[src/source/fc_mem_pkg.sv]
////////////////////
// buffer memory map, word and address widths
// and the owner encoding of the memory port
////////////////////
package fc_mem_pkg;

  localparam int MEM_ADDR_W = 11;
  localparam int MEM_DEPTH  = 2048;
  localparam int WORD_W     = 32;

  typedef logic [MEM_ADDR_W-1:0] mem_addr_t;
  typedef logic [WORD_W-1:0]     mem_word_t;

  // region bases
  localparam mem_addr_t FEATURE_BASE = 11'd0;
  localparam mem_addr_t BIAS_BASE    = 11'd64;
  localparam mem_addr_t RESULT_BASE  = 11'd128;
  localparam mem_addr_t WEIGHT_BASE  = 11'd256;

  // layer size limits
  localparam int MAX_IN_WORDS = 16;
  localparam int MAX_OUTPUTS  = 64;

  // client that drives the single memory port
  typedef enum logic [1:0] {
    OWN_LOAD = 2'd0,
    OWN_CALC = 2'd1,
    OWN_SEND = 2'd2
  } mem_owner_t;

endpackage

[src/source/fc_arith_pkg.sv]
////////////////////
// int8 lane and accumulator types, quantization
// constants and layer index types
////////////////////
package fc_arith_pkg;

  // four int8 lanes per 32-bit word
  localparam int LANES = 4;

  typedef logic signed [7:0] lane_t;

  // wide enough for 64 products plus a scaled bias
  localparam int ACC_W = 23;

  typedef logic signed [ACC_W-1:0] acc_t;

  // bias is added at the product scale
  localparam int BIAS_SHIFT = 6;

  // accumulator slice kept as the int8 result
  localparam int Q_LSB = 6;
  localparam int Q_MSB = 13;

  // output neuron index, 0 to 64
  typedef logic [6:0] out_idx_t;

  // feature word index, 0 to 16
  typedef logic [4:0] in_idx_t;

endpackage

[src/source/fc_mac_unit.sv]
////////////////////
// four-lane int8 MAC with bias, quantize,
// ReLU and result byte packing
////////////////////
module fc_mac_unit
  import fc_mem_pkg::*;
  import fc_arith_pkg::*;
(
  input  logic       clk,
  input  logic       rstn,
  input  mem_word_t  rd_data,
  input  logic       acc_clear,
  input  logic       cap_feature,
  input  logic       cap_weight,
  input  logic       cap_bias,
  input  logic [1:0] bias_lane,
  input  logic       finish,
  input  logic [1:0] out_lane,
  output mem_word_t  packed_word
);

  lane_t feat [LANES];
  lane_t wgt  [LANES];
  logic  mac_pending;
  acc_t  acc;
  acc_t  prod_sum;
  acc_t  bias_term;
  lane_t bias_val;
  lane_t q_val;
  lane_t relu_val;

  // dot product of the captured lanes
  always_comb begin
    prod_sum = '0;
    for (int i = 0; i < LANES; i++) begin
      prod_sum = prod_sum + acc_t'(feat[i] * wgt[i]);
    end
  end

  assign bias_val  = lane_t'(rd_data[8*bias_lane +: 8]);
  assign bias_term = acc_t'(bias_val) <<< BIAS_SHIFT;

  // saturate unless all bits above the slice match its sign
  always_comb begin
    if (&acc[ACC_W-1:Q_MSB] || ~|acc[ACC_W-1:Q_MSB]) begin
      q_val = $signed(acc[Q_MSB:Q_LSB]);
    end else if (acc[ACC_W-1]) begin
      q_val = -8'sd128;
    end else begin
      q_val = 8'sd127;
    end
  end

  assign relu_val = q_val[7] ? 8'sd0 : q_val;

  // accumulate one cycle after the weight capture
  always_ff @(posedge clk or negedge rstn) begin
    if (!rstn) mac_pending <= 1'b0;
    else       mac_pending <= cap_weight;
  end

  always_ff @(posedge clk) begin
    for (int i = 0; i < LANES; i++) begin
      if (cap_feature) feat[i] <= rd_data[8*i +: 8];
      if (cap_weight)  wgt[i]  <= rd_data[8*i +: 8];
    end
    if (acc_clear)        acc <= '0;
    else if (mac_pending) acc <= acc + prod_sum;
    else if (cap_bias)    acc <= acc + bias_term;
    if (finish) begin
      // lane 0 starts a fresh word
      if (out_lane == 2'd0) packed_word <= {{(WORD_W - 8){1'b0}}, relu_val};
      else                  packed_word[8*out_lane +: 8] <= relu_val;
    end
  end

endmodule

[config.mk]
export PLATFORM = sky130hd
export DESIGN_NAME = fc_mac_unit
export DESIGN_NICKNAME = d
export VERILOG_FILES = /design/src/source/fc_mem_pkg.sv /design/src/source/fc_arith_pkg.sv /design/src/source/fc_mac_unit.sv
export SDC_FILE = /design/constraint.sdc
export NUM_CORES = 1
export LEC_CHECK = 0
export ABC_AREA = 1
export BUFFER_PORTS_ARGS = -buffer_cell sky130_fd_sc_hd__buf_2
export CAP_MARGIN = 20
export CORE_ASPECT_RATIO = 0.6
export CORE_MARGIN = 10
export CORE_UTILIZATION = 40
export DETAILED_ROUTE_END_ITERATION = 16
export PLACE_DENSITY = 0.55
export SYNTH_ARGS = -nofsm -noshare
export SYNTH_HDL_FRONTEND = slang
export SYNTH_SLANG_ARGS = --single-unit
export TNS_END_PERCENT = 20
[constraint.sdc]
create_clock -name clk -period 16 [get_ports clk]
set_input_delay 3.2 -clock clk [delete_from_list [all_inputs] [get_ports clk]]
set_output_delay 3.2 -clock clk [all_outputs]
set_load 0.02 [all_outputs]
==> reports/qor.txt <==
outcome: complete, no violations
setup TNS: 0 ps
synthesized flop and latch total: 120
GRT Residual Overflow: 0
initial core utilization: 40.7%
ys async rst share: 0.833%
TritonCTS Buffers: 17
count of pins over their slew limit: 0
CTS root buf: clkbuf_16
io pins: 75
CTS tree: built
Die X: 301 um
initial antenna violation count: 2
area of the multi-input gates: 12900 um2
number of clock sinks: 120
top-count cell post-synth: inv_1
RePlAce Congestion: 0.956
Tmin final: 7660 ps
EDFF count, synth: 96
DRC errors left: 0
post-CTS setup buffers: 0
CTS clk-pin slew, worst paths: 70 ps
RSZ-0062 raised after global routing: no
GRT Total Usage: 19.9%
HP Class: reg -> reg
worst-path fanout max: 15
filler cell count: 4580
Worst Path Arrival: 8000 ps
DRT Pass-1 Iters: 6
Relative slew margins: 22.9%
final setup vio count: 0
period utilization: 47.8%
WL/cell: 19.8 um
cell row count: 61
largest net degree at the start of global routing: 34
Die Ht: 189 um
Slew @ Worst Pin: 1160 ps
ys flop type: edfxtp_1
cell taking the most area after synthesis: fa_1
core box area: 46600 um2
Synth top area share: 40.8%
top post-synthesis cells by area: fa_1, edfxtp_1, inv_1
post-cts sizing count: 0
vias in the first global route: 14100
Max-Cap Viols: 0
share of layout cells above drive strength 1: 6.81%
Post-Syn Instances: 2139
Worst-Skew Late Latency: 460 ps
first-pass GRT wire length: 85.7 mm
dpl hpwl: 48.0 mm
WS Path Type: reg -> reg
Synth Warn #: 0
H-Tree Depth: 4
syn nets: 2697
clk_skew: 16.0 ps
Placed Cells: 2769
Post-DRT Antenna Nets: 0
Max Freq: 0.131 GHz
detail-routed via count per cell: 4.97
fin nets: 2717
Worst Path Required: 16340 ps
Fin. Hold Viols: 0
ranking of synthesized cells by instance count: inv_1, nand2_1, fa_1
average size of a mapped cell: 8.88 um2
area grow syn2layout: 7.93%
final WL: 55.4 mm
Seq/Total Area, Yosys: 17.7%
Sequential Area: 3370 um2
Port-buffer cells: 74
CTS Buffer Depth: 2
DRT iter0 DRCs: 1454
fin cells: 2803
Netlist Area Pre-Place: 19000 um2
post-synth cell types: 47
cts hold-fix bufs: 0
crit start category: flip-flop
CP endpoint kind: flip-flop
die footprint: 56900 um2
vias post-DR: 13900
metrics by stage:
stage | setup slack [ps] | hold slack, ps | instance area (um2) | utilization [%]
floorplan | 9200 | 466 | 19000 | -
global placement | 8200 | 495 | 19900 | 42.6
detailed placement | 8220 | 498 | 19900 | 42.6
CTS | 8220 | 508 | 20500 | 43.9
global route | 7970 | 550 | 20500 | 44.0
finish | 8340 | 507 | 20500 | 44.0
worst max-delay path: stages, from the launching register on:
cell and delay [ps]:
edfxtp_1 610, nand2_1 700, fa_1 740, fa_1 550, inv_1 60, fa_1 530
inv_1 60, fa_1 460, fa_1 510, inv_1 50, fa_1 460, fa_1 540
inv_1 50, fa_1 550, inv_1 50, ha_1 380, a21oi_1 290, o21ai_0 240
a21o_1 230, o21bai_1 170, xnor2_1 230, a21oi_1 90
metal layers:
| metal | GRT usage, % | part of all wire (%) |
|---|---|---|
| met1 | 32.0 | 50 |
| met2 | 26.0 | 39 |
| met3 | 5.31 | 10 |
| met4 | 3.24 | 1.1 |
| met5 | 0 | 0.031 |
state kept, by name, summed over array words and instances, names as in the netlist:
name and count:
acc 23, feat 32, mac_pending 1, packed_word 32, wgt 32
cells in the final DEF (no fill, tap or decap), types with 5 or more instances in the layout:
cell and n:
xor2_1 11, buf_2 74, fa_1 387, a22oi_1 7, or2_2 11, nand4_1 13, edfxtp_1 96, xnor2_1 7
inv_8 5, inv_1 636, o21ai_0 43, inv_2 5, nor3_1 5, o21ai_1 7, ha_1 128, nor2_1 99
nand2_2 7, inv_6 6, nand2_1 399, nand3_1 58, o22ai_1 6, a21oi_1 71, dfxtp_1 23, clkbuf_16 17
a21oi_2 5
layout make-up:
| type | instances | area share (%) |
|---|---|---|
| Clock inverter | 15 | 0.830 |
| Clock buffer | 17 | 2.07 |
| Tap cell | 630 | 3.84 |
| Timing Repair Buffer | 76 | 1.98 |
| Antenna cell | 1 | 0.0122 |
| Sequential cell | 120 | 16.4 |
| Multi-Input combinational cell | 1301 | 63.1 |
| Inverter | 643 | 11.8 |
worst paths after layout:
kind                       slack [ps]                 start                     to  cells past startpoint
max                              8340  feat[0][7]$_DFFE_PP_   acc[13]$_SDFFE_PP0N_                     21
min                               510   acc[2]$_SDFFE_PP0P_    acc[2]$_SDFFE_PP0P_                      2
max reg2reg                      8340  feat[0][7]$_DFFE_PP_   acc[13]$_SDFFE_PP0N_                     21
min reg2reg                       510   acc[2]$_SDFFE_PP0P_    acc[2]$_SDFFE_PP0P_                      2
max in group asynchronous       13410                  rstn  mac_pending$_DFF_PN0_                      1
min in group asynchronous        2500                  rstn  mac_pending$_DFF_PN0_                      1
cell families (layout without fill, tap and decap cells):
group / Yosys count / in the layout / share of synthesized area [%]
fa+ha+maj: 515 / 515 / 49.2
xor+xnor: 18 / 18 / 0.830
buf+inv: 718 / 751 / 14.2
flops: 120 / 120 / 17.7
other cells: 0 / 1 / 0
compound gates: 163 / 163 / 4.97
simple gates: 605 / 605 / 13.1
Power is not shown: default switching activity piles up to over one toggle a cycle in this logic, so the estimate is an artifact.
