### config.mk
export PLATFORM = sky130hd
export DESIGN_NAME = fc_result_sender
export DESIGN_NICKNAME = d
export VERILOG_FILES = /design/src/source/fc_mem_pkg.sv /design/src/source/fc_arith_pkg.sv /design/src/source/fc_result_sender.sv
export SDC_FILE = /design/constraint.sdc
export NUM_CORES = 1
export LEC_CHECK = 0
export ABC_AREA = 1
export BUFFER_PORTS_ARGS = -buffer_cell sky130_fd_sc_hd__buf_2
export CAP_MARGIN = 15
export CORE_UTILIZATION = 30
export CTS_CLUSTER_SIZE = 20
export DETAILED_ROUTE_END_ITERATION = 8
export GPL_TIMING_DRIVEN = 0
export PLACE_DENSITY = 0.64
export SLEW_MARGIN = 20
export SYNTH_ARGS = -nofsm -noshare
export SYNTH_HDL_FRONTEND = slang
export SYNTH_SLANG_ARGS = --single-unit
### constraint.sdc
create_clock -name clk -period 6.68 [get_ports clk]
set_input_delay 0.668 -clock clk [delete_from_list [all_inputs] [get_ports clk]]
set_output_delay 0.668 -clock clk [all_outputs]
set_load 0.005 [all_outputs]
### src/source/fc_mem_pkg.sv
////////////////////
// buffer memory map, word and address widths
// and the owner encoding of the memory port
////////////////////
package fc_mem_pkg;

  localparam int MEM_ADDR_W = 11;
  localparam int MEM_DEPTH  = 2048;
  localparam int WORD_W     = 32;

  typedef logic [MEM_ADDR_W-1:0] mem_addr_t;
  typedef logic [WORD_W-1:0]     mem_word_t;

  // region bases
  localparam mem_addr_t FEATURE_BASE = 11'd0;
  localparam mem_addr_t BIAS_BASE    = 11'd64;
  localparam mem_addr_t RESULT_BASE  = 11'd128;
  localparam mem_addr_t WEIGHT_BASE  = 11'd256;

  // layer size limits
  localparam int MAX_IN_WORDS = 16;
  localparam int MAX_OUTPUTS  = 64;

  // client that drives the single memory port
  typedef enum logic [1:0] {
    OWN_LOAD = 2'd0,
    OWN_CALC = 2'd1,
    OWN_SEND = 2'd2
  } mem_owner_t;

endpackage

### src/source/fc_arith_pkg.sv
////////////////////
// int8 lane and accumulator types, quantization
// constants and layer index types
////////////////////
package fc_arith_pkg;

  // four int8 lanes per 32-bit word
  localparam int LANES = 4;

  typedef logic signed [7:0] lane_t;

  // wide enough for 64 products plus a scaled bias
  localparam int ACC_W = 23;

  typedef logic signed [ACC_W-1:0] acc_t;

  // bias is added at the product scale
  localparam int BIAS_SHIFT = 6;

  // accumulator slice kept as the int8 result
  localparam int Q_LSB = 6;
  localparam int Q_MSB = 13;

  // output neuron index, 0 to 64
  typedef logic [6:0] out_idx_t;

  // feature word index, 0 to 16
  typedef logic [4:0] in_idx_t;

endpackage

### src/source/fc_result_sender.sv
////////////////////
// result word reader and output stream driver
////////////////////
module fc_result_sender
  import fc_mem_pkg::*;
  import fc_arith_pkg::*;
(
  input  logic      clk,
  input  logic      rstn,
  input  logic      send_start,
  input  logic [$clog2(MAX_OUTPUTS / LANES):0] res_words,
  input  mem_word_t rd_data,
  input  logic      m_tready,
  output logic      send_en,
  output mem_addr_t send_addr,
  output mem_word_t m_tdata,
  output logic      m_tvalid,
  output logic      m_tlast,
  output logic      send_done
);

  typedef enum logic [1:0] {SD_IDLE, SD_READ, SD_WAIT, SD_HOLD} state_t;

  state_t state;
  logic [$clog2(MAX_OUTPUTS / LANES):0] words_q;
  logic [$clog2(MAX_OUTPUTS / LANES):0] word_idx;

  always_ff @(posedge clk or negedge rstn) begin
    if (!rstn) begin
      state     <= SD_IDLE;
      words_q   <= '0;
      word_idx  <= '0;
      send_en   <= 1'b0;
      send_addr <= '0;
      m_tvalid  <= 1'b0;
      m_tlast   <= 1'b0;
      send_done <= 1'b0;
    end else begin
      send_done <= 1'b0;
      case (state)
        SD_IDLE: begin
          if (send_start) begin
            words_q   <= res_words;
            word_idx  <= '0;
            send_en   <= 1'b1;
            send_addr <= RESULT_BASE;
            state     <= SD_READ;
          end
        end
        SD_READ: begin
          send_en <= 1'b0;
          state   <= SD_WAIT;
        end
        SD_WAIT: begin
          // read data valid here
          m_tvalid <= 1'b1;
          m_tlast  <= (word_idx == words_q - 1'b1);
          state    <= SD_HOLD;
        end
        SD_HOLD: begin
          if (m_tready) begin
            m_tvalid <= 1'b0;
            m_tlast  <= 1'b0;
            if (m_tlast) begin
              send_done <= 1'b1;
              state     <= SD_IDLE;
            end else begin
              word_idx  <= word_idx + 1'b1;
              send_en   <= 1'b1;
              send_addr <= RESULT_BASE + mem_addr_t'(word_idx + 1'b1);
              state     <= SD_READ;
            end
          end
        end
        default: state <= SD_IDLE;
      endcase
    end
  end

  always_ff @(posedge clk) begin
    if (state == SD_WAIT) m_tdata <= rd_data;
  end

  a_hold_stable: assert property (@(posedge clk) disable iff (!rstn)
    m_tvalid && !m_tready |=> m_tvalid && $stable(m_tdata));

endmodule

==> impl_metrics.toml <==
[pwr]
p_leak_nw = 1.29
p_sw_uw = 352
p_seq_share_pct = 47.9
p_int_uw = 647
power_per_cell_area_nw_per_um2 = 372
combPwrFrac_pct = 34.1
p_sw_share_pct = 35.2
clkPwrFrac_pct = 18.0
ir_drop_v = 0.000112
finalPower_uw = 998

[timing]
slew_viol_final = 0
whs_ns = 0.283
skew_ns = 0.00668
rsz0062_at_grt = "false"
worst_slew_margin_rel_pct = 50.6
period_needed_ns = 2.07
hold_violations = 0
fin_setup_tns_ns = 0
max_freq_ghz = 0.483
max_slew.worst_pin.slew_ns = 0.741
final.setup.worst_slack_ns = 4.61
min_period_over_period_pct = 31.0
setup_violations = 0

[yosys]
synth-compound-area-share_pct = 4.37
synth_fa_ha_area_share_pct = 4.24
synth_mux_area_share_pct = 0
synth.area.top_cells = "edfxtp_1, dfrtp_1, nand2_1"
netlist_area_um2 = 2060
synth-xor-area-share_pct = 0.849
synthSimpleGateAreaFrac_pct = 15.8
synth-seq-cells = 50
syn_inst = 179
yosysTopAreaCell = "edfxtp_1"
synth_top_area_share_pct = 46.6
synth_top_family_by_area = "simple AND/OR/NAND/NOR gates"
avgSynthCellArea_um2 = 11.5
synth-seq-area-share_pct = 68.4
ys_warn_count = 0
ys_types = 23

[floorplanning]
start_util_pct = 31.8
io_pins = 88
core_um2 = 6490
dieHeight_um = 84.9
rows = 29
fp.dieW_um = 84.9
dieArea_um2 = 7210

[detailed_routing]
num_vias = 1537
wl_per_cell_um = 12.3
drt_iter0_markers = 88
first_pass_iters = 6
avgViaCountPerCell = 4.39
antenna_left = 0
finalWirelength_um = 4310
drc = 15

[placement]
place_inst = 342
dpl.hpwl_um = 3230
placed_area_um2 = 2590
place_worst_setup_slack_ns = 4.60
io_buffers = 83
place_congestion = 0.811

[global_route]
grt_pass1_wl_um = 6720
grt_max_degree = 34
grt_pass1_vias = 1378
antenna_found_initial = 0
grtUsageTotal_pct = 12.2
gr-total-overflow = 0

[worst_setup_path]
path_max_fanout = 33
start_kind = "flip-flop"
criticalPathCategory = "flip-flop to flip-flop"
slowest_delay_ns = 0.68
rr_worst_depth = 8
ff2ff_setup_slack_ns = 4.61
critPathCaptureType = "flip-flop"
crit_family = "adder cells"
critical_path_buf_inv_count = 2
worst-endpoint-required_ns = 6.92
timing.rr.start = "state[0]"
path_cells = "inv_1 > ha_2 > inv_1 > nor2_1 > nand3_1 > nor2_1 > nand2_1 > o21ai_1"
crit_path_top_delay_cell = "ha_2"
crit_arrival_ns = 2.31
worstReg2RegEnd = "m_tlast"

[clock_tree]
htree_levels = 2
cts_setup_buffers = 0
cts_sinks = 50
cts_resized = 0
holdBufCountCts = 0
cts_buffers = 5
clock_path_buffers = 2
clkTransAtPathRegs_ns = 0.10
cts_root_buf = "clkbuf_8"
clock_latency_ns = 0.30
cts_tree = "yes"

[layout]
area_growth_pct = 30.0
final_core_util_pct = 41.3
final_nets = 320
layout-drive-gt1-share_pct = 37.7
final_area_um2 = 2680
finalNonFillerCells = 350
antennaDiodeCount = 0

[outcome]
violations = "DRC"
status = "finished with violations"

[run]
drv_cap = 0

[worst_hold_path]
min_path_type = "primary input to asynchronous set/reset pin"
## metal layers
layer	up-vias	wire length (um)	GRT usage, %
met1	681	1940	16.5
met2	86	1870	18.6
met3	7	456	4.18
met4	0	40	3.39
met5	-	0	0
li1	763	-	-
## worst max-delay path by stage
stage,from,to,cells after the start
after floorplan,state[0],m_tlast,8
after global placement,state[0],m_tlast,8
after detailed placement,state[0],m_tlast,8
after CTS,state[0],m_tlast,8
after global routing,state[0],m_tlast,8
final,state[0],m_tlast,8
## cells in the final DEF, fill, tap and decap left out, types with 2 or more instances in the layout
cell	instances
clkinvlp_4	2
nand2_1	42
o21ai_0	8
ha_1	6
edfxtp_1	32
nor2_1	16
clkbuf_8	5
buf_2	84
conb_1	4
nand4_1	3
nand3_1	12
inv_1	19
dfrtp_1	18
buf_4	4
a21oi_1	5
xnor2_1	2
## registers in the layout, summed over array words and instances (netlist names)
signal / count
m_tdata: 32
words_q: 5
word_idx: 4
send_addr: 3
state: 2
m_tlast: 1
m_tvalid: 1
send_done: 1
send_en: 1
## power by group through the flow
| stage | sequential [mW] | clock [mW] | combinational [mW] |
|---|---|---|---|
| floorplan | 0.491 | 0 | 0.208 |
| global placement | 0.488 | 0 | 0.334 |
| detailed placement | 0.487 | 0 | 0.346 |
| CTS | 0.480 | 0.189 | 0.347 |
| global route | 0.488 | 0.202 | 0.391 |
| finish | 0.478 | 0.180 | 0.340 |
## synth_stat cells (all sizes together)
cell,instances
inv,21
nand3,12
or2,1
conb,1
o22ai,1
nor2,16
nor3,1
ha,7
nand4,3
nand2,44
a21oi,5
xnor2,2
edfxtp,32
dfrtp,18
buf,6
o21ai,9
## final cells by class
cell class                 instances  area (um^2)
inverter                          21         81.3
multi-input combinational        105          538
clock buffer                       5         68.8
tap                               77         96.3
timing repair buffer              83          415
fill                             638         3810
clock inverter                     3         23.8
sequential                        50         1410
buffer                             6         46.3
## worst register-to-register path: stages (launching register included)
cell and delay [ns]:
dfrtp_1 0.44, inv_1 0.13, ha_2 0.68, inv_1 0.18
nor2_1 0.24, nand3_1 0.10, nor2_1 0.09, nand2_1 0.06
o21ai_1 0.10
## kinds of logic (layout without fill, tap and decap cells)
group / after synthesis / after routing
xor+xnor: 2 / 2
flops: 50 / 50
other cells: 1 / 4
buf+inv: 27 / 118
simple gates: 77 / 77
fa+ha+maj: 7 / 7
compound gates: 15 / 15
Note: power is estimated with default switching activity, not from simulation.
