`src/source/fc_mem_pkg.sv`:
```
////////////////////
// buffer memory map, word and address widths
// and the owner encoding of the memory port
////////////////////
package fc_mem_pkg;

  localparam int MEM_ADDR_W = 11;
  localparam int MEM_DEPTH  = 2048;
  localparam int WORD_W     = 32;

  typedef logic [MEM_ADDR_W-1:0] mem_addr_t;
  typedef logic [WORD_W-1:0]     mem_word_t;

  // region bases
  localparam mem_addr_t FEATURE_BASE = 11'd0;
  localparam mem_addr_t BIAS_BASE    = 11'd64;
  localparam mem_addr_t RESULT_BASE  = 11'd128;
  localparam mem_addr_t WEIGHT_BASE  = 11'd256;

  // layer size limits
  localparam int MAX_IN_WORDS = 16;
  localparam int MAX_OUTPUTS  = 64;

  // client that drives the single memory port
  typedef enum logic [1:0] {
    OWN_LOAD = 2'd0,
    OWN_CALC = 2'd1,
    OWN_SEND = 2'd2
  } mem_owner_t;

endpackage

```
`src/source/fc_arith_pkg.sv`:
```
////////////////////
// int8 lane and accumulator types, quantization
// constants and layer index types
////////////////////
package fc_arith_pkg;

  // four int8 lanes per 32-bit word
  localparam int LANES = 4;

  typedef logic signed [7:0] lane_t;

  // wide enough for 64 products plus a scaled bias
  localparam int ACC_W = 23;

  typedef logic signed [ACC_W-1:0] acc_t;

  // bias is added at the product scale
  localparam int BIAS_SHIFT = 6;

  // accumulator slice kept as the int8 result
  localparam int Q_LSB = 6;
  localparam int Q_MSB = 13;

  // output neuron index, 0 to 64
  typedef logic [6:0] out_idx_t;

  // feature word index, 0 to 16
  typedef logic [4:0] in_idx_t;

endpackage

```
`src/source/fc_stream_loader.sv`:
```
////////////////////
// input stream loader for feature, bias and weight bursts
////////////////////
module fc_stream_loader
  import fc_mem_pkg::*;
  import fc_arith_pkg::*;
(
  input  logic      clk,
  input  logic      rstn,
  input  logic      fc_start,
  input  mem_word_t s_tdata,
  input  logic      s_tvalid,
  input  logic      s_tlast,
  output logic      s_tready,
  output logic      load_wr_en,
  output mem_addr_t load_wr_addr,
  output mem_word_t load_wr_data,
  output in_idx_t   in_words,
  output logic      load_done
);

  typedef enum logic [1:0] {RG_IDLE, RG_FEAT, RG_BIAS, RG_WGT} region_t;

  region_t   region;
  mem_addr_t beat_cnt;
  mem_addr_t region_base;
  logic      beat;

  assign beat = s_tvalid && s_tready;

  always_comb begin
    case (region)
      RG_BIAS: region_base = BIAS_BASE;
      RG_WGT:  region_base = WEIGHT_BASE;
      default: region_base = FEATURE_BASE;
    endcase
  end

  always_ff @(posedge clk or negedge rstn) begin
    if (!rstn) begin
      region     <= RG_IDLE;
      beat_cnt   <= '0;
      s_tready   <= 1'b0;
      in_words   <= '0;
      load_done  <= 1'b0;
      load_wr_en <= 1'b0;
    end else begin
      load_done  <= 1'b0;
      load_wr_en <= beat;
      if (region == RG_IDLE) begin
        if (fc_start) begin
          s_tready <= 1'b1;
          beat_cnt <= '0;
          region   <= RG_FEAT;
        end
      end else if (beat) begin
        if (s_tlast) begin
          // tlast closes the region
          beat_cnt <= '0;
          case (region)
            RG_FEAT: begin
              in_words <= in_idx_t'(beat_cnt + 1'b1);
              region   <= RG_BIAS;
            end
            RG_BIAS: region <= RG_WGT;
            default: begin
              s_tready  <= 1'b0;
              load_done <= 1'b1;
              region    <= RG_IDLE;
            end
          endcase
        end else begin
          beat_cnt <= beat_cnt + 1'b1;
        end
      end
    end
  end

  always_ff @(posedge clk) begin
    if (beat) begin
      load_wr_addr <= region_base + beat_cnt;
      load_wr_data <= s_tdata;
    end
  end

  a_feat_limit: assert property (@(posedge clk) disable iff (!rstn)
    (region == RG_FEAT && beat) |-> beat_cnt < MAX_IN_WORDS);

endmodule

```
`config.mk`:
```
export PLATFORM = sky130hd
export DESIGN_NAME = fc_stream_loader
export DESIGN_NICKNAME = d
export VERILOG_FILES = /design/src/source/fc_mem_pkg.sv /design/src/source/fc_arith_pkg.sv /design/src/source/fc_stream_loader.sv
export SDC_FILE = /design/constraint.sdc
export NUM_CORES = 1
export LEC_CHECK = 0
export BUFFER_PORTS_ARGS = -buffer_cell sky130_fd_sc_hd__buf_4
export CAP_MARGIN = 20
export CORE_MARGIN = 5
export CORE_UTILIZATION = 35
export DETAILED_ROUTE_END_ITERATION = 8
export SETUP_SLACK_MARGIN = 0.05
export SYNTH_ARGS = -nofsm -noshare
export SYNTH_HDL_FRONTEND = slang
export SYNTH_SLANG_ARGS = --single-unit
export TNS_END_PERCENT = 20
```
`constraint.sdc`:
```
create_clock -name clk -period 3.6 [get_ports clk]
set_clock_uncertainty 0.15 [all_clocks]
set_input_delay 0.54 -clock clk [delete_from_list [all_inputs] [get_ports clk]]
set_output_delay 0.54 -clock clk [all_outputs]
set_load 0.02 [all_outputs]
```
==> results by group <==
Routing
  – WL final: 5.09 mm
  – Residual DRC: 0
  – DR vias: 1544
  – Drt first pass iters: 4
  – Avg WL per Cell: 14.6 um
  – Antenna Nets Post-Route: 0
  – DRT iter0 DRCs: 29
  – Via density: 4.42

Worst setup path
  – CP max stage delay: 0.42 ns
  – Register-to-register setup slack: 1.68 ns
  – Type of the worst setup path: reg -> reg
  – CP endpoint kind: flop
  – Crit-path cells: inv_1 -> ha_1 -> nand3b_4 -> a2111oi_2 -> xnor2_1 -> nor2_1
  – Crit-path max FO: 8
  – Critical path's slowest cell: a2111oi_2
  – Worst setup SP type: flop
  – Worst path bufs/invs: 1
  – Crit path max-delay family: compound AO/OA/AOI/OAI gates
  – Critical path arrival: 1.99 ns
  – CP required: 3.67 ns

Placed design
  – GPL Wtd Cong: 0.729
  – Post-Place Cells: 332
  – HPWL Detailed: 3.70 mm
  – Port buffer count: 87

Yosys
  – Synth async-reset ratio: 32.8%
  – Ys flop type: edfxtp_1
  – Seq cells post-synth: 64
  – Post-synth cell types: 30
  – Post-synthesis sequential area ratio: 73.8%
  – Largest family of logic cells by synthesized area: simple AND/OR/NAND/NOR gates
  – Adder-Cell Fraction of Synth Area: 4.57%
  – Synth Area in XOR/XNOR: 4.27%
  – Synth Area in Compound Gates: 7.42%
  – Post-synth EDFFs: 43
  – Syn nets: 194
  – Average size of a mapped cell: 16.6 sq um
  – Mux cell area share after synthesis: 0.915%
  – Warnings, synthesis: 0
  – Syn Std Cell Area: 2460 sq um
  – Post-Synthesis Cells: 148
  – Simple-gate share of the synthesized area: 8.74%

Floorplanning
  – Starting Density: 36.0%
  – Row count: 30
  – Die area: 8810 sq um
  – DIE WIDTH: 93.9 um
  – Die span in y: 93.9 um
  – IO Pins: 88
  – Core area: 6830 sq um

Clocking
  – Clk sinks: 64
  – H-tree depth: 3
  – Worst-skew pair later-pin latency: 0.34 ns
  – CTS tree: done
  – Max clock buf depth: 2
  – CTS Root Cell: clkbuf_8
  – TritonCTS Buffers: 9
  – Clock slew at reported path FFs: 0.07 ns

Final layout
  – Most common cell after layout, fill and taps aside: buf_4
  – Most frequent cells in the layout: buf_4 (88), edfxtp_1 (43), dfrtp_1 (21)
  – Share of cells above drive strength 1: 44.3%
  – Ant diodes: 0
  – Multi-input logic area: 639 sq um
  – Fin cells: 349
  – Area Overhead vs Synth: 39.8%
  – Seq. cell area: 1820 sq um
  – Fill count: 615
  – Nets: 294

STA
  – Final hold vios: 0
  – Setup TNS: 0 ns
  – Final Cycle Share: 53.4%
  – Worst slew pin tran: 0.488 ns
  – Min Tclk post-route: 1.92 ns
  – Max Clk Rate: 0.521 GHz
  – Unrepaired setup endpoints after global routing: no
  – Final Max Tran Viols: 0
  – Final setup fails: 0
  – Slew HR: 67.5%

GRT
  – Largest net degree at the start of global routing: 41
  – Vias in the first global route: 1592
  – Total gr overflow: 0
  – First-pass GRT wire length: 8.11 mm
  – Initial antenna violation count: 0
  – Total GRT Usage: 12.2%

Power and ir drop
  – Sw Pwr: 289 uW
  – PwrDens: 411 nW/um^2
  – Clk pwr share: 41.9%
  – Cell internal pwr: 1.13 mW
  – VDD IR-drop max: 0.152 mV
  – Sw frac: 20.4%
  – Leakage Power: 1.50 nW
  – Comb pwr share: 2.6%
  – Power share of the sequential group: 55.4%

Flow run
  – Max Cap Viol: 0

Outcome
  – Status: completed

Min path
  – Hold Path Class: in -> reg
## cells in the mapped netlist, types with 3 or more instances
cell type  number  share of area, %
edfxtp_1       43                52
dfrtp_1        21                21
nand2_1        12               1.8
ha_1            9               4.6
nor2_1          9               1.4
xnor2_1         9               3.2
o21ai_1         7               1.4
a2111oi_2       3               1.8
o21ai_0         3              0.61
xor2_1          3               1.1
## registers in the layout, indices dropped and copies added (netlist names)
register / cells
beat_cnt: 11
load_wr_data: 32
region: 2
load_wr_addr: 11
in_words: 5
s_tready: 1
load_wr_en: 1
load_done: 1
## power by group through the flow
stage	Combinational [mW]	Clock (mW)	Sequential, mW
2_1_floorplan	0.000545	0	0.800
3_3_place_gp	0.0365	0	0.799
3_5_place_dp	0.0374	0	0.799
4_1_cts	0.0383	0.610	0.784
5_1_grt	0.0409	0.651	0.783
6_report	0.0370	0.593	0.784
## kinds of logic (layout without fill, tap and decap cells)
| family | after synthesis | count (layout) |
|---|---|---|
| flops | 64 | 64 |
| buf+inv | 2 | 107 |
| fa+ha+maj | 9 | 9 |
| xor+xnor | 12 | 12 |
| simple gates | 37 | 37 |
| compound gates | 22 | 22 |
| mux | 2 | 2 |
## repair_timing
item,CTS,global route
hold endpoints to repair,21,0
hold buffers,1,0
resized for setup,0,0
setup buffers,0,0
## per-layer routing
metal	part of all wire (%)	vias to the layer above	wire, um	global-route usage (%)
li1	-	754	-	-
met1	44	707	2260	15.8
met2	43	77	2180	17.4
met3	11	6	585	5.93
met4	1.4	0	71	5.05
met5	0	-	0	0
## final timing paths
kind / cells past startpoint / endpoint / startpoint
worst max-delay path: 6 / beat_cnt[8] / region[0]
worst max register to register: 6 / beat_cnt[8] / region[0]
max in group asynchronous: 2 / beat_cnt[10] / rstn
worst min-delay path: 1 / load_wr_data[18] / s_tdata[18]
min in group asynchronous: 2 / beat_cnt[1] / rstn
worst min register to register: 2 / in_words[3] / in_words[3]
## stage by stage
step	worst slack (ns)	instance area [sq um]	total power [mW]	utilization, %	hold slack [ns]
floorplan	0.793	2460	0.800	-	0.0944
global placement	1.68	3240	0.836	47.5	0.297
detailed placement	1.66	3240	0.837	47.5	0.302
CTS	1.67	3440	1.43	50.4	0.207
global route	1.56	3440	1.48	50.4	0.192
finish	1.68	3440	1.41	50.4	0.222
## layout make-up
cell class	count	share of cell area (%)
flip-flops and latches	64	52.8
repair buffers	89	19.5
multi-input cells	82	18.6
clock buffers	10	3.71
well taps	96	3.49
clock inverters	6	1.74
inverters	2	0.218
No activity file was read; power rests on OpenSTA's default activity.
