## src/source/fc_mem_pkg.sv

```systemverilog
////////////////////
// buffer memory map, word and address widths
// and the owner encoding of the memory port
////////////////////
package fc_mem_pkg;

  localparam int MEM_ADDR_W = 11;
  localparam int MEM_DEPTH  = 2048;
  localparam int WORD_W     = 32;

  typedef logic [MEM_ADDR_W-1:0] mem_addr_t;
  typedef logic [WORD_W-1:0]     mem_word_t;

  // region bases
  localparam mem_addr_t FEATURE_BASE = 11'd0;
  localparam mem_addr_t BIAS_BASE    = 11'd64;
  localparam mem_addr_t RESULT_BASE  = 11'd128;
  localparam mem_addr_t WEIGHT_BASE  = 11'd256;

  // layer size limits
  localparam int MAX_IN_WORDS = 16;
  localparam int MAX_OUTPUTS  = 64;

  // client that drives the single memory port
  typedef enum logic [1:0] {
    OWN_LOAD = 2'd0,
    OWN_CALC = 2'd1,
    OWN_SEND = 2'd2
  } mem_owner_t;

endpackage

```

## src/source/fc_arith_pkg.sv

```systemverilog
////////////////////
// int8 lane and accumulator types, quantization
// constants and layer index types
////////////////////
package fc_arith_pkg;

  // four int8 lanes per 32-bit word
  localparam int LANES = 4;

  typedef logic signed [7:0] lane_t;

  // wide enough for 64 products plus a scaled bias
  localparam int ACC_W = 23;

  typedef logic signed [ACC_W-1:0] acc_t;

  // bias is added at the product scale
  localparam int BIAS_SHIFT = 6;

  // accumulator slice kept as the int8 result
  localparam int Q_LSB = 6;
  localparam int Q_MSB = 13;

  // output neuron index, 0 to 64
  typedef logic [6:0] out_idx_t;

  // feature word index, 0 to 16
  typedef logic [4:0] in_idx_t;

endpackage

```

## src/source/fc_ctrl.sv

```systemverilog
////////////////////
// control FSM for load, compute and send phases
////////////////////
module fc_ctrl
  import fc_mem_pkg::*;
  import fc_arith_pkg::*;
(
  input  logic       clk,
  input  logic       rstn,
  input  logic       fc_start,
  input  out_idx_t   out_size,
  input  logic       load_done,
  input  in_idx_t    in_words,
  input  logic       send_done,
  input  mem_word_t  packed_word,
  output mem_owner_t mem_owner,
  output logic       calc_en,
  output logic       calc_we,
  output mem_addr_t  calc_addr,
  output mem_word_t  calc_wdata,
  output logic       acc_clear,
  output logic       cap_feature,
  output logic       cap_weight,
  output logic       cap_bias,
  output logic [1:0] bias_lane,
  output logic       finish,
  output logic [1:0] out_lane,
  output logic       send_start,
  output logic [$clog2(MAX_OUTPUTS / LANES):0] res_words,
  output logic       fc_done
);

  typedef enum logic [2:0] {
    ST_IDLE, ST_LOAD, ST_FETCH, ST_MAC, ST_BIAS, ST_STORE, ST_SEND
  } state_t;

  state_t    state;
  logic [1:0] step;
  out_idx_t  out_size_q;
  out_idx_t  out_idx;
  in_idx_t   in_words_q;
  in_idx_t   in_idx;
  logic      last_out;
  logic [6:0] res_sum;
  mem_addr_t weight_addr;

  // result word is the MAC's packed lanes
  assign calc_wdata  = packed_word;
  assign last_out    = (out_idx == out_size_q - 1'b1);
  assign res_sum     = out_size_q + 7'd3;
  // row-major weights, in_words words per output
  assign weight_addr = WEIGHT_BASE + mem_addr_t'(out_idx) * mem_addr_t'(in_words_q)
                       + mem_addr_t'(in_idx);

  always_comb begin
    case (state)
      ST_FETCH, ST_MAC, ST_BIAS, ST_STORE: mem_owner = OWN_CALC;
      ST_SEND:                             mem_owner = OWN_SEND;
      default:                             mem_owner = OWN_LOAD;
    endcase
  end

  always_ff @(posedge clk or negedge rstn) begin
    if (!rstn) begin
      state       <= ST_IDLE;
      step        <= '0;
      out_size_q  <= '0;
      out_idx     <= '0;
      in_words_q  <= '0;
      in_idx      <= '0;
      calc_en     <= 1'b0;
      calc_we     <= 1'b0;
      calc_addr   <= '0;
      acc_clear   <= 1'b0;
      cap_feature <= 1'b0;
      cap_weight  <= 1'b0;
      cap_bias    <= 1'b0;
      bias_lane   <= '0;
      finish      <= 1'b0;
      out_lane    <= '0;
      send_start  <= 1'b0;
      res_words   <= '0;
      fc_done     <= 1'b0;
    end else begin
      // one-cycle strobes
      acc_clear   <= 1'b0;
      cap_feature <= 1'b0;
      cap_weight  <= 1'b0;
      cap_bias    <= 1'b0;
      finish      <= 1'b0;
      send_start  <= 1'b0;
      fc_done     <= 1'b0;
      case (state)
        ST_IDLE: begin
          if (fc_start) begin
            out_size_q <= out_size;
            state      <= ST_LOAD;
          end
        end
        ST_LOAD: begin
          if (load_done) begin
            in_words_q <= in_words;
            out_idx    <= '0;
            in_idx     <= '0;
            step       <= '0;
            acc_clear  <= 1'b1;
            state      <= ST_FETCH;
          end
        end
        ST_FETCH: begin
          // feature read, weight read, then capture each a cycle later
          step <= step + 1'b1;
          case (step)
            2'd0: begin
              calc_en   <= 1'b1;
              calc_addr <= FEATURE_BASE + mem_addr_t'(in_idx);
            end
            2'd1: begin
              calc_addr   <= weight_addr;
              cap_feature <= 1'b1;
            end
            2'd2: begin
              calc_en    <= 1'b0;
              cap_weight <= 1'b1;
            end
            default: state <= ST_MAC;
          endcase
        end
        ST_MAC: begin
          if (in_idx == in_words_q - 1'b1) begin
            in_idx <= '0;
            state  <= ST_BIAS;
          end else begin
            in_idx <= in_idx + 1'b1;
            state  <= ST_FETCH;
          end
        end
        ST_BIAS: begin
          step <= step + 1'b1;
          case (step)
            2'd0: begin
              calc_en   <= 1'b1;
              calc_addr <= BIAS_BASE + mem_addr_t'(out_idx[6:2]);
            end
            2'd1: begin
              calc_en   <= 1'b0;
              cap_bias  <= 1'b1;
              bias_lane <= out_idx[1:0];
            end
            default: begin
              step     <= '0;
              finish   <= 1'b1;
              out_lane <= out_idx[1:0];
              state    <= ST_STORE;
            end
          endcase
        end
        ST_STORE: begin
          if (step == 2'd0) begin
            step      <= 2'd1;
            acc_clear <= 1'b1;
            // write once the word is full or the layer ends
            if (out_idx[1:0] == 2'd3 || last_out) begin
              calc_en   <= 1'b1;
              calc_we   <= 1'b1;
              calc_addr <= RESULT_BASE + mem_addr_t'(out_idx[6:2]);
            end
          end else begin
            step    <= '0;
            calc_en <= 1'b0;
            calc_we <= 1'b0;
            if (last_out) begin
              send_start <= 1'b1;
              res_words  <= res_sum[6:2];
              state      <= ST_SEND;
            end else begin
              out_idx <= out_idx + 1'b1;
              state   <= ST_FETCH;
            end
          end
        end
        ST_SEND: begin
          if (send_done) begin
            fc_done <= 1'b1;
            state   <= ST_IDLE;
          end
        end
        default: state <= ST_IDLE;
      endcase
    end
  end

  a_we_in_store: assert property (@(posedge clk) disable iff (!rstn)
    $rose(calc_we) |-> state == ST_STORE);

endmodule

```

## config.mk

```make
export PLATFORM = sky130hd
export DESIGN_NAME = fc_ctrl
export DESIGN_NICKNAME = d
export VERILOG_FILES = /design/src/source/fc_mem_pkg.sv /design/src/source/fc_arith_pkg.sv /design/src/source/fc_ctrl.sv
export SDC_FILE = /design/constraint.sdc
export NUM_CORES = 1
export LEC_CHECK = 0
export ABC_CLOCK_PERIOD_IN_PS = 4300
export BUFFER_PORTS_ARGS = -buffer_cell sky130_fd_sc_hd__buf_4
export CAP_MARGIN = 20
export CORE_ASPECT_RATIO = 0.6
export CORE_MARGIN = 2
export CORE_UTILIZATION = 27
export DETAILED_ROUTE_END_ITERATION = 10
export HOLD_SLACK_MARGIN = 0.05
export SYNTH_ARGS = -nofsm -noshare
export SYNTH_HDL_FRONTEND = slang
export SYNTH_SLANG_ARGS = --single-unit
```

## constraint.sdc

```tcl
create_clock -name clk -period 4.3 [get_ports clk]
set_input_delay 0.215 -clock clk [delete_from_list [all_inputs] [get_ports clk]]
set_output_delay 0.215 -clock clk [all_outputs]
set_load 0.01 [all_outputs]
```

==> impl_metrics.tcl <==
set metrics [dict create \
    drv_cap 0 \
    postRouteAntennaNets 0 \
    drt_first_pass_iters 5 \
    drt-total-wl_mm 11.4 \
    p_int_mw 1.70 \
    fin_nets 618 \
    cts_buffers 9 \
    cts_root_buffer "clkbuf_16" \
    drcViolationCount 0 \
    cts_tree "done" \
    path_common_cell "fa_1" \
    diodes 0 \
    path_clk_slew_ns 0.06 \
    post_cts_buffers 0 \
    die-width_um 175 \
    dieArea_mm2 0.0186 \
    hp-class "in2reg" \
    status "finished clean" \
    period_minus_slack_ns 3.98 \
    path_max_fanout 11 \
    clk_latency_ns 0.34 \
    grt_util_met3_pct 3.65 \
    p_switching_mw 1.21 \
    first_iter_violations 270 \
    async_flop_share_pct 100 \
    fin_ws_ns 0.323 \
    crit_arrival_ns 4.19 \
    core_mm2 0.0171 \
    p_clk_share_pct 23.7 \
    placed_cell_area_mm2 0.00505 \
    grt_pass1_wl_mm 18.7 \
    synth.distinct_cells 54 \
    vias 3524 \
    fin_setup_tns_ns 0 \
    synth_seq_cells 58 \
    met2_usage_pct 16.2 \
    finalSetupViolations 0 \
    syn2layout_area_growth_pct 13.2 \
    die_h_um 106 \
    timing.final.crit_share_pct 92.5 \
    p_seq_share_pct 32.3 \
    grt_max_degree 59 \
    p_per_area_mw_per_mm2 546 \
    grt_setup_unrepaired "no" \
    hpwlAfterDp_mm 8.74 \
    synth_area_mm2 0.00472 \
    finalInstanceArea_mm2 0.00534 \
    grt_pass1_vias 3403 \
    antenna_found_initial 0 \
    endpoint_kind "flip-flop" \
    numPortBuffers 47 \
    met1_usage_pct 20.7 \
    final_layout_size_suffix_gt1_share_pct 19.2 \
    clock_sinks 58 \
    gr-usage-all-layers_pct 12.9 \
    synth_fp_nets 611 \
    htree_num_levels 3 \
    mostFrequentLayoutCells "dfrtp_1 (57), nand2_1 (54), buf_4 (54)" \
    synth_edf_count 0 \
    cpMaxStageDelayCell "fa_1" \
    p_leak_nw 2.50 \
    syn_inst 510 \
    overflow 0 \
    switching_share_pct 41.6 \
    clockBufferDepth 2 \
    crit_chain "nand2_1 > fa_1 > fa_1 > fa_1 > inv_1 > ha_1 > o21ai_0 > o21bai_1 > a2111oi_0 > nor3_1 > xor2_1 > o2bb2ai_1" \
    drv_slew 0 \
    ir_worst_vdd_mv 0.214 \
    synth_warnings 0 \
    wl_per_cell_um 15.1 \
    ios 112 \
    hold_violations 0 \
    comb_power_share_pct 44.0 \
    gp_congestion 0.840 \
    worst-setup-path-type "reg2reg" \
    preCtsSetupSlack_ns 0.270 \
    clock.fmax_mhz 251 \
    worst_slew_pin_slew_ns 0.777 \
    vias_per_cell 4.66 \
    top_usage_layer "met1" \
    startpoint_type "flip-flop" \
    seq_area_frac_synth_pct 30.7 \
    placementRows 37 \
    layout_commonest_cell "dfrtp_1" \
    synth_flop_cell "dfrtp_1" \
    fin_skew_ns 0.00747 \
    max_slew_margin_pct 48.2 \
    initial_core_util_pct 27.6 \
    slowest_delay_ns 0.54 \
    cp.required_ns 4.52 \
    avgSynthCellArea_um2 9.26 \
]
## worst max-delay path: cells and delay by family, from the launching register on
family          cells  cell delay (ns)
simple gates        2             0.25
buf+inv             1             0.04
fa+ha+maj           4             1.92
compound gates      4             0.96
flops               1             0.52
xor+xnor            1             0.15
## flip-flops by register name, indices dropped and copies added, names as in the netlist, 2 cells and up
register	count
calc_addr	11
out_idx	7
out_size_q	7
in_idx	5
in_words_q	5
res_words	5
state	3
bias_lane	2
out_lane	2
step	2
## path summary, 6_finish.rpt
path,start,end,slack [ns],cells past startpoint
worst max register to register,in_words_q[3],calc_addr[9],0.32,12
worst min register to register,bias_lane[0],bias_lane[0],0.51,1
min in group asynchronous,rstn,calc_addr[10],0.49,2
max in group asynchronous,rstn,out_idx[2],3.23,2
worst min-delay path,in_words[4],in_words_q[4],0.08,3
worst max-delay path,in_words_q[3],calc_addr[9],0.32,12
## per-layer routing
metal	vias to the layer above	part of all wire, %
li1	1705	-
met1	1710	55
met2	97	37
met3	12	6.8
met4	0	1.2
met5	-	0
## through the flow
step / hold WS (ns) / std cells / util, % / power [mW]
2_1_floorplan: -0.0806 / 510 / - / 1.93
3_3_place_gp: 0.335 / 739 / 29.5 / 2.21
5_1_grt: 0.0964 / 756 / 31.2 / 3.14
3_5_place_dp: 0.335 / 739 / 29.5 / 2.22
4_1_cts: 0.0729 / 756 / 31.2 / 2.93
6_report: 0.0805 / 756 / 31.2 / 2.92
## synth_stat cells (8+ instances only)
master     n  area [um2]
dfrtp_1   58        1450
nand2_1   54         203
inv_1     45         169
buf_4     33         248
ha_1      33         413
nor2_1    25        93.8
and2_1    24         150
o21ai_0   24         120
clkbuf_1  20        75.1
xnor2_1   20         175
fa_1      19         380
mux2_2    16         180
a21oi_1   14        70.1
nor3_1    14        70.1
nand3_1    9        45.0
xor2_1     9        78.8
and3_1     8        50.1
## final cells by class
cell class              instances  area (um2)
clock inverters                 6        41.3
repair buffers                 55         415
multi-input cells             348        2730
clock buffers                  10         239
well taps                     234         293
inverters                      45         169
fillers                      1825       11800
flip-flops and latches         58        1450
## power by group through the flow
stage / logic (mW) / registers (mW) / clock network (mW)
floorplan: 1.11 / 0.817 / 0
global placement: 1.27 / 0.943 / 0
detailed placement: 1.27 / 0.947 / 0
CTS: 1.28 / 0.937 / 0.706
global route: 1.44 / 0.978 / 0.731
finish: 1.28 / 0.941 / 0.691
## repair_timing
action | CTS | global route
hold endpoints to repair | 58 | 0
endpoints found under the setup margin | 0 | 2
hold buffers | 1 | 0
gates resized for setup | 0 | 1
## logic make-up after synthesis
group	after synthesis	synth area share [%]
AO/OA/AOI/OAI	83	12.0
AND/OR/NAND/NOR	154	16.2
multiplexers	30	7.53
adder cells (fa/ha/maj)	52	16.8
XOR/XNOR	29	5.38
flip-flops	58	30.7
buffers and inverters	104	11.4
Power figures use the tool's default switching activity.
